===== src/logic/cpu_pkg.sv =====
// ~~~~~~~~~~~~~~~~~~~~~~~~~~~~~~~~~~~~~~~~~~~~~~~~~~~~~~~~~
// widths, rv32 encodings and i/o map for the in-order core
// modules pull these in with import cpu_pkg::* in the header
// ~~~~~~~~~~~~~~~~~~~~~~~~~~~~~~~~~~~~~~~~~~~~~~~~~~~~~~~~~

package cpu_pkg;

    localparam int xlen       = 32;                   // data and address width
    localparam int reg_addr_w = 5;                    // x0..x31
    localparam int byte_w     = 8;                    // memory bus is one byte wide

    // major opcodes of the kept subset
    localparam logic [6:0] opc_lui    = 7'b0110111;
    localparam logic [6:0] opc_op_imm = 7'b0010011;
    localparam logic [6:0] opc_op     = 7'b0110011;
    localparam logic [6:0] opc_store  = 7'b0100011;

    localparam logic [2:0] f3_add  = 3'b000;          // also sub
    localparam logic [2:0] f3_sll  = 3'b001;
    localparam logic [2:0] f3_slt  = 3'b010;
    localparam logic [2:0] f3_sltu = 3'b011;
    localparam logic [2:0] f3_xor  = 3'b100;
    localparam logic [2:0] f3_sr   = 3'b101;          // srl or sra
    localparam logic [2:0] f3_or   = 3'b110;
    localparam logic [2:0] f3_and  = 3'b111;
    localparam logic [2:0] f3_sb   = 3'b000;          // store funct3, byte only

    localparam logic [6:0] f7_alt = 7'b0100000;       // sub / sra(i) select

    // memory map
    localparam logic [xlen-1:0] ram_top      = 32'h0002_0000;   // last writable ram byte
    localparam logic [xlen-1:0] io_uart_addr = 32'h0003_0000;   // uart tx, 0x00 dropped
    localparam logic [xlen-1:0] io_stop_addr = 32'h0003_0004;   // any write ends the run

    // fetch fsm codes
    localparam int         fs_w     = 3;
    localparam logic [2:0] fs_issue = 3'd0;           // put first byte address out
    localparam logic [2:0] fs_wait  = 3'd1;           // ram latches the address
    localparam logic [2:0] fs_capt  = 3'd2;           // byte on mem_din, next addr out
    localparam logic [2:0] fs_out   = 3'd3;           // word handed to exec
    localparam logic [2:0] fs_hold  = 3'd4;           // until exec retires it

    // one instruction word, three rv32 layouts over the same bits
    typedef union packed {
        struct packed {
            logic [6:0]            funct7;
            logic [reg_addr_w-1:0] rs2;
            logic [reg_addr_w-1:0] rs1;
            logic [2:0]            funct3;
            logic [reg_addr_w-1:0] rd;
            logic [6:0]            opcode;
        } r;                                          // reg-reg
        struct packed {
            logic [11:0]           imm12;
            logic [reg_addr_w-1:0] rs1;
            logic [2:0]            funct3;
            logic [reg_addr_w-1:0] rd;
            logic [6:0]            opcode;
        } i;                                          // reg-imm, also lui upper bits
        struct packed {
            logic [6:0]            imm_hi;
            logic [reg_addr_w-1:0] rs2;
            logic [reg_addr_w-1:0] rs1;
            logic [2:0]            funct3;
            logic [4:0]            imm_lo;
            logic [6:0]            opcode;
        } s;                                          // store
    } inst_u;

endpackage


===== src/logic/inst_fetch.sv =====
// ~~~~~~~~~~~~~~~~~~~~~~~~~~~~~~~~~~~~~~~~~~~~~~~~~~~~~~~~~
// byte-serial instruction fetch over the 8-bit ram bus
// builds one word, hands it over, waits for retirement
// ~~~~~~~~~~~~~~~~~~~~~~~~~~~~~~~~~~~~~~~~~~~~~~~~~~~~~~~~~
`timescale 1ns/1ns

module inst_fetch import cpu_pkg::*;
(
    input  logic              clk_in,
    input  logic              rst_in,
    input  logic              rdy_in,       // low freezes everything
    input  logic [byte_w-1:0] mem_din,
    input  logic              inst_done,    // exec retired the word
    input  logic              halted,       // stop write seen
    output logic              rd_req,
    output logic [xlen-1:0]   rd_addr,
    output logic              inst_valid,
    output inst_u             inst
);

    logic [fs_w-1:0] state;
    logic [xlen-1:0] pc;
    logic [1:0]      idx;                   // byte being read, 0 = lsb
    logic [1:0]      rd_idx;
    logic [xlen-1:0] word_q;                // shift register, fills from the top

    // in capt the current byte is sampled and the next address goes out together
    assign rd_idx     = (state == fs_capt) ? idx + 2'd1 : idx;
    assign rd_addr    = pc + {{(xlen-2){1'b0}}, rd_idx};
    assign rd_req     = (state == fs_issue && !halted) || (state == fs_capt && idx != 2'd3);
    assign inst_valid = (state == fs_out);  // one ready cycle
    assign inst       = word_q;

    always_ff @(posedge clk_in)
    begin
        if (rst_in)
        begin
            state <= fs_issue;
            pc    <= '0;
            idx   <= '0;
        end
        else if (rdy_in)
        begin
            case (state)
                fs_issue: if (!halted) state <= fs_wait;     // parked for good once halted
                fs_wait:  state <= fs_capt;
                fs_capt:
                begin
                    if (idx == 2'd3)
                        state <= fs_out;
                    else
                    begin
                        idx   <= idx + 2'd1;
                        state <= fs_wait;                    // next byte already requested
                    end
                end
                fs_out:   state <= fs_hold;
                fs_hold:
                begin
                    if (inst_done)
                    begin
                        pc    <= pc + 32'd4;
                        idx   <= '0;
                        state <= fs_issue;
                    end
                end
                default:  state <= fs_issue;
            endcase
        end
    end

    // little-endian assembly, byte 0 ends up in [7:0] after four shifts
    always_ff @(posedge clk_in)
    begin
        if (rdy_in && state == fs_capt)
            word_q <= {mem_din, word_q[xlen-1:byte_w]};
    end

    a_pc_aligned: assert property (@(posedge clk_in) disable iff (rst_in)
        pc[1:0] == 2'b00)
        else $error("fetch pc %h not word aligned", pc);

endmodule


===== src/logic/exec_core.sv =====
// ~~~~~~~~~~~~~~~~~~~~~~~~~~~~~~~~~~~~~~~~~~~~~~~~~~~~~~~~~
// decode, register file, alu and writeback for the subset
// sb becomes a store request to the memory port
// ~~~~~~~~~~~~~~~~~~~~~~~~~~~~~~~~~~~~~~~~~~~~~~~~~~~~~~~~~
`timescale 1ns/1ns

module exec_core import cpu_pkg::*;
(
    input  logic              clk_in,
    input  logic              rst_in,
    input  logic              rdy_in,
    input  logic              inst_valid,
    input  inst_u             inst,
    input  logic              store_done,
    output logic              inst_done,
    output logic              store_req,
    output logic [xlen-1:0]   store_addr,
    output logic [byte_w-1:0] store_byte,
    output logic [xlen-1:0]   dbgreg_dout   // last value written to x1..x31
);

    logic [xlen-1:0] rf [0:(1<<reg_addr_w)-1];

    logic [6:0]            opcode;
    logic [2:0]            funct3;
    logic [reg_addr_w-1:0] rd;
    logic                  alt;             // sub / sra
    logic                  is_wb;           // lui, op-imm, op
    logic                  is_sb;
    logic                  wr_en;
    logic [xlen-1:0]       rs1_val;
    logic [xlen-1:0]       rs2_val;
    logic [xlen-1:0]       imm_i;
    logic [xlen-1:0]       imm_s;
    logic [xlen-1:0]       op_b;
    logic [4:0]            shamt;
    logic [xlen-1:0]       sra_res;
    logic [xlen-1:0]       alu_res;
    logic [xlen-1:0]       wb_val;

    assign opcode = inst.r.opcode;          // same place in every view
    assign funct3 = inst.r.funct3;
    assign rd     = inst.r.rd;
    assign alt    = (inst.r.funct7 == f7_alt);
    assign is_wb  = (opcode == opc_lui) || (opcode == opc_op_imm) || (opcode == opc_op);
    assign is_sb  = (opcode == opc_store) && (inst.s.funct3 == f3_sb);   // sh/sw fall through
    assign wr_en  = inst_valid && is_wb && (rd != '0);                   // x0 stays zero

    assign rs1_val = rf[inst.r.rs1];
    assign rs2_val = rf[inst.r.rs2];        // s view has rs2 at the same bits

    assign imm_i = {{(xlen-12){inst.i.imm12[11]}}, inst.i.imm12};
    assign imm_s = {{(xlen-12){inst.s.imm_hi[6]}}, inst.s.imm_hi, inst.s.imm_lo};

    assign op_b    = (opcode == opc_op) ? rs2_val : imm_i;
    assign shamt   = op_b[4:0];             // shamt field of i view or rs2 low bits
    assign sra_res = $unsigned($signed(rs1_val) >>> shamt);

    always_comb
    begin
        case (funct3)
            f3_add:  alu_res = (opcode == opc_op && alt) ? rs1_val - op_b : rs1_val + op_b;
            f3_sll:  alu_res = rs1_val << shamt;
            f3_slt:  alu_res = {{(xlen-1){1'b0}}, $signed(rs1_val) < $signed(op_b)};
            f3_sltu: alu_res = {{(xlen-1){1'b0}}, rs1_val < op_b};
            f3_xor:  alu_res = rs1_val ^ op_b;
            f3_sr:   alu_res = alt ? sra_res : rs1_val >> shamt;
            f3_or:   alu_res = rs1_val | op_b;
            default: alu_res = rs1_val & op_b;  // f3_and
        endcase
        // lui takes the upper 20 bits straight from the word
        if (opcode == opc_lui)
            wb_val = {inst.i.imm12, inst.i.rs1, inst.i.funct3, 12'b0};
        else
            wb_val = alu_res;
    end

    always_ff @(posedge clk_in)
    begin
        if (rst_in)
        begin
            for (int k = 0; k < (1 << reg_addr_w); k++)
                rf[k] <= '0;
            dbgreg_dout <= '0;
            inst_done   <= 1'b0;
            store_req   <= 1'b0;
        end
        else if (rdy_in)
        begin
            if (wr_en)
            begin
                rf[rd]      <= wb_val;
                dbgreg_dout <= wb_val;
            end
            // alu ops and unknown opcodes retire next cycle, sb waits for the bus
            inst_done <= (inst_valid && !is_sb) || (store_req && store_done);
            if (inst_valid && is_sb)
                store_req <= 1'b1;
            else if (store_done)
                store_req <= 1'b0;
        end
    end

    always_ff @(posedge clk_in)
    begin
        if (rdy_in && inst_valid && is_sb)
        begin
            store_addr <= rs1_val + imm_s;
            store_byte <= rs2_val[byte_w-1:0];
        end
    end

    a_done_vs_store: assert property (@(posedge clk_in) disable iff (rst_in)
        !(inst_done && store_req))
        else $error("inst_done raised while a store is still pending");

endmodule


===== src/logic/mem_port.sv =====
// ~~~~~~~~~~~~~~~~~~~~~~~~~~~~~~~~~~~~~~~~~~~~~~~~~~~~~~~~~
// owns the byte bus: fetch reads, sb writes, uart and halt
// ~~~~~~~~~~~~~~~~~~~~~~~~~~~~~~~~~~~~~~~~~~~~~~~~~~~~~~~~~
`timescale 1ns/1ns

module mem_port import cpu_pkg::*;
(
    input  logic              clk_in,
    input  logic              rst_in,
    input  logic              rdy_in,
    input  logic              io_buffer_full,   // uart tx cannot take a byte
    input  logic              rd_req,
    input  logic [xlen-1:0]   rd_addr,
    input  logic              store_req,
    input  logic [xlen-1:0]   store_addr,
    input  logic [byte_w-1:0] store_byte,
    output logic              store_done,       // pulse, aligned with the bus write
    output logic              halted,
    output logic [xlen-1:0]   mem_a,
    output logic [byte_w-1:0] mem_dout,
    output logic              mem_wr
);

    logic wr_q;
    logic is_uart;
    logic skip_zero;                            // 0x00 to uart completes silently
    logic wr_go;

    assign is_uart   = (store_addr == io_uart_addr);
    assign skip_zero = store_req && !store_done && is_uart && (store_byte == '0);
    assign wr_go     = store_req && !store_done && !(is_uart && (store_byte == '0))
                       && !(is_uart && io_buffer_full);     // held off while uart full
    assign mem_wr    = wr_q && rdy_in;          // a paused cycle never writes

    always_ff @(posedge clk_in)
    begin
        if (rst_in)
        begin
            wr_q       <= 1'b0;
            store_done <= 1'b0;
            halted     <= 1'b0;
            mem_a      <= '0;
        end
        else if (rdy_in)
        begin
            wr_q       <= wr_go;
            store_done <= wr_go || skip_zero;
            if (wr_go)
                mem_a <= store_addr;            // store wins over fetch
            else if (rd_req && !store_req)
                mem_a <= rd_addr;
            if (wr_q && mem_a == io_stop_addr)
                halted <= 1'b1;                 // sticky until reset
        end
    end

    always_ff @(posedge clk_in)
    begin
        if (rdy_in && wr_go)
            mem_dout <= store_byte;
    end

    a_wr_range: assert property (@(posedge clk_in) disable iff (rst_in)
        mem_wr |-> (mem_a <= ram_top || mem_a == io_uart_addr || mem_a == io_stop_addr))
        else $fatal(1, "write to invalid address %h", mem_a);

    // paused cycle: no write now and the address is still there afterwards
    a_pause_hold: assert property (@(posedge clk_in) disable iff (rst_in)
        !rdy_in |-> !mem_wr ##1 $stable(mem_a))
        else $error("bus moved or wrote during a pause");

endmodule


===== src/logic/cpu.sv =====
// ~~~~~~~~~~~~~~~~~~~~~~~~~~~~~~~~~~~~~~~~~~~~~~~~~~~~~~~~~
// in-order rv32 subset core, top level over the byte bus
// ~~~~~~~~~~~~~~~~~~~~~~~~~~~~~~~~~~~~~~~~~~~~~~~~~~~~~~~~~
`timescale 1ns/1ns

module cpu import cpu_pkg::*;
(
    input  logic              clk_in,
    input  logic              rst_in,
    input  logic              rdy_in,         // low pauses the core
    input  logic [byte_w-1:0] mem_din,
    input  logic              io_buffer_full,
    output logic [xlen-1:0]   mem_a,
    output logic [byte_w-1:0] mem_dout,
    output logic              mem_wr,         // 1 = write
    output logic [xlen-1:0]   dbgreg_dout
);

    logic              rd_req;
    logic [xlen-1:0]   rd_addr;
    logic              inst_valid;
    inst_u             inst;
    logic              inst_done;
    logic              store_req;
    logic [xlen-1:0]   store_addr;
    logic [byte_w-1:0] store_byte;
    logic              store_done;
    logic              halted;

    inst_fetch u_fetch (
        .clk_in, .rst_in, .rdy_in, .mem_din, .inst_done, .halted,
        .rd_req, .rd_addr, .inst_valid, .inst
    );

    exec_core u_exec (
        .clk_in, .rst_in, .rdy_in, .inst_valid, .inst, .store_done,
        .inst_done, .store_req, .store_addr, .store_byte, .dbgreg_dout
    );

    mem_port u_mem (
        .clk_in, .rst_in, .rdy_in, .io_buffer_full,
        .rd_req, .rd_addr,
        .store_req, .store_addr, .store_byte,
        .store_done, .halted,
        .mem_a, .mem_dout, .mem_wr
    );

endmodule


===== config.mk =====
export PLATFORM = sky130hd
export DESIGN_NAME = cpu
export DESIGN_NICKNAME = d
export VERILOG_FILES = /design/src/logic/cpu_pkg.sv /design/src/logic/inst_fetch.sv /design/src/logic/exec_core.sv /design/src/logic/mem_port.sv /design/src/logic/cpu.sv
export SDC_FILE = /design/constraint.sdc
export NUM_CORES = 2
export LEC_CHECK = 0
export ABC_AREA = 0
export BUFFER_PORTS_ARGS = -buffer_cell sky130_fd_sc_hd__buf_4
export CAP_MARGIN = 0
export CORE_MARGIN = 2
export CORE_UTILIZATION = 30
export DETAILED_ROUTE_END_ITERATION = 10
export GPL_ROUTABILITY_DRIVEN = 0
export PLACE_DENSITY_LB_ADDON = 0.12
export REMOVE_ABC_BUFFERS = 1
export SLEW_MARGIN = 10
export SYNTH_ARGS = -nofsm -noshare
export SYNTH_HDL_FRONTEND = slang
export SYNTH_SLANG_ARGS = --single-unit

===== constraint.sdc =====
create_clock -name clk_in -period 6.8 [get_ports clk_in]
set_input_delay 1.02 -clock clk_in [delete_from_list [all_inputs] [get_ports clk_in]]
set_output_delay 1.02 -clock clk_in [all_outputs]
set_load 0.05 [all_outputs]

==> results.json <==
{
  "wl_per_cell_um": 34.60,
  "crit_type": "reg -> reg",
  "die_h_um": 496.8,
  "cts_buffers": 149,
  "worstPathArrival_ns": 7.15,
  "ys_async_sr_fraction_pct": 0,
  "yosysUniqueCellTypes": 121,
  "ant_nets": 0,
  "firstDrtPassIters": 6,
  "rsz0062_at_grt": "false",
  "worst_path_max_delay_cell": "mux4_2",
  "status": "finished clean",
  "synth_most_common_cell": "edfxtp_1",
  "io_buffers": 84,
  "start_kind": "flip-flop",
  "synth_top_area_share_pct": 45.51,
  "grt_pass1_wl_um": 463400,
  "fin_area_um2": 83490,
  "ys_ff_latch": 1218,
  "grt_max_degree": 71,
  "grt_pass1_vias": 56260,
  "track_usage_pct": 26.73,
  "die-area_um2": 246800,
  "slew_violations": 0,
  "period_share_pct": 97.12,
  "dp.cells": 9446,
  "post_cts_buffers": 0,
  "period_minus_slack_ns": 6.604,
  "yosysSeqAreaShare_pct": 48.64,
  "postSynthAreaPerCell_um2": 11.47,
  "slowest_delay_ns": 0.59,
  "grt_remaining_overflow": 0,
  "hold_violations": 0,
  "synth.area.top_cells": "edfxtp_1 46%, mux4_2 9.3%, mux2i_1 9.0%",
  "clock_latency_ns": 0.85,
  "drc": 0,
  "syn-instance-count": 6352,
  "worst-path-max-fanout": 36,
  "rows": 180,
  "placedInstanceArea_um2": 78610,
  "routed_wl_um": 336300,
  "ir_drop_uv": 204.7,
  "fin_cells": 9719,
  "cts_buffer_depth": 3,
  "area_delta_synth_final_pct": 14.60,
  "yosysWarningCount": 0,
  "cts_tree": "done",
  "vias_per_cell": 5.903,
  "finalHoldWorstSlack_ns": 0.3789,
  "vias": 57370,
  "worstPathRequired_ns": 7.34,
  "cp-end-kind": "flip-flop",
  "nets": 6557,
  "initialDrtViolationCount": 7212,
  "skew_ns": 0.04503,
  "worst-slew-pin-transition_ns": 1.184,
  "synth_edf_count": 1104,
  "ctsRootBufferMaster": "clkbuf_16",
  "dieWidth_um": 496.8,
  "cap_violations": 0,
  "timing.fmax_mhz": 151.4,
  "max_slew_margin_pct": 21.07,
  "post-synth-top-area-cell": "edfxtp_1",
  "initial_core_util_pct": 30.23,
  "crit_chain": "buf_4 > buf_12 > mux4_2 > mux4_2 > nand2b_1 > a31o_2 > ha_1 > a21o_1 > a21o_1 > a221o_1 > a31oi_2 > o311ai_0 > a31oi_1 > o21ai_0 > o22ai_1 > nand4_1 > o21ai_2 > buf_12 > nor2_1",
  "io_pins": 85,
  "layout-drive-gt1-share_pct": 20.65,
  "synthFlopType": "edfxtp_1",
  "finalSetupViolCount": 0,
  "leakage_nw": 30.38,
  "synthTopCellsByCount": "1104 x edfxtp_1, 1027 x nor2_1, 657 x mux2i_1, 313 x clkbuf_1, 311 x nand2_1",
  "synth_area_um2": 72850,
  "placeableCoreArea_um2": 241000,
  "cts.clk_slew.worst_paths_ns": 0.06,
  "p_per_area_nw_per_um2": 223.0,
  "dp_hpwl_um": 226200,
  "worst-r2r-setup-slack_ns": 0.20,
  "final_core_util_pct": 34.64,
  "hold_class": "in -> reg",
  "htree_levels": 4,
  "tns_ns": 0,
  "antenna_found_initial": 18,
  "clkSinkCount": 1218
}
==> stage by stage <==
step           power [mW]  worst slack [ns]
2_1_floorplan       9.840            -11.83
3_3_place_gp        10.67            0.1355
3_5_place_dp        10.67            0.1411
4_1_cts             18.73            0.1406
5_1_grt             19.12           0.02173
6_report            18.62            0.1961
==> what timing repair did <==
item | in CTS | in global routing
setup endpoints to repair | 0 | 54
hold endpoints to repair | 0 | 0
hold buffers | 0 | 0
resized for setup | 0 | 3
==> worst paths after layout <==
path | cells after the start | start | to
setup / recovery | 19 | flip-flop | u_exec.rf[24][17]
hold / removal | 1 | mem_din[1] | u_fetch.inst[25]
setup reg to reg | 19 | flip-flop | u_exec.rf[24][17]
hold reg to reg | 0 | u_fetch.inst[20] | u_fetch.inst[12]
==> registers in the layout (all words and copies together), names as in the netlist, 8 cells and up, named ones only <==
signal / flops
u_exec.dbgreg_dout: 32
u_exec.rf: 1024
u_exec.store_addr: 32
u_exec.store_byte: 8
u_fetch.inst: 32
u_fetch.pc: 30
u_mem.mem_a: 32
u_mem.mem_dout: 8
==> logic make-up (layout without fill, tap and decap cells) <==
| logic type | Yosys count | in the layout | synth area share [%] |
|---|---|---|---|
| AO/OA/AOI/OAI | 1294 | 1294 | 12.48 |
| other | 1 | 37 | 0.005148 |
| buffers and inverters | 742 | 888 | 5.115 |
| flip-flops | 1218 | 1218 | 48.64 |
| XOR/XNOR | 72 | 72 | 0.8656 |
| adder cells (fa/ha/maj) | 133 | 133 | 2.315 |
| multiplexers | 980 | 980 | 18.67 |
| AND/OR/NAND/NOR | 1912 | 1912 | 11.90 |
==> layout by cell type (no fill, tap or decap), types with 22 or more instances in the layout <==
cell / n
a211oi_1: 140
a211oi_2: 34
a21o_1: 41
a21oi_1: 285
a21oi_2: 30
a22oi_1: 203
a31o_2: 27
a31oi_1: 32
and2_1: 23
and3_1: 24
and4_1: 22
buf_12: 61
buf_4: 413
clkbuf_1: 36
clkbuf_16: 149
clkinv_1: 24
conb_1: 32
dfxtp_1: 107
edfxtp_1: 1104
ha_1: 130
inv_1: 135
mux2i_1: 657
mux4_2: 300
nand2_1: 246
nand2_2: 65
nand2b_1: 36
nand3_1: 133
nand4_1: 33
nor2_1: 1020
nor2_2: 43
nor3_1: 99
nor4_1: 24
o211ai_1: 32
o21ai_0: 167
o22ai_1: 45
or3_1: 28
xnor2_1: 41
xor2_1: 31
==> where the power goes <==
group / internal, mW / switching [mW]
sequential: 8.39 / 0.149
combinational: 0.672 / 1.36
clock: 4.55 / 3.51
total: 13.6 / 5.01
==> area by class of cell <==
cell class                 instances  area, um^2
antenna                            5       12.51
clock buffer                     200        4070
clock inverter                    68       774.5
fill                           23800      157500
inverter                         144       546.8
multi-input combinational       4423       34300
sequential                      1218       35460
tap                             3185        3985
timing repair buffer             476        4344
==> layer usage <==
metal / share of wire (%) / up-vias / wire, um / global-route usage, %
met5: 0.024 / - / 80 / 0
met4: 4.2 / 12 / 14150 / 10.21
li1: - / 24110 / - / -
met1: 42 / 29730 / 140100 / 35.73
met2: 46 / 2912 / 155500 / 42.88
met3: 7.9 / 610 / 26440 / 4.934
==> critical path, delay by kind of cell, from the launching register on <==
| family | cells | cell delay (ns) |
|---|---|---|
| compound gates | 10 | 2.72 |
| fa+ha+maj | 1 | 0.38 |
| buf+inv | 3 | 0.92 |
| flops | 1 | 0.50 |
| mux | 2 | 1.16 |
| simple gates | 3 | 0.49 |
Note: power is estimated with default switching activity, not from simulation.
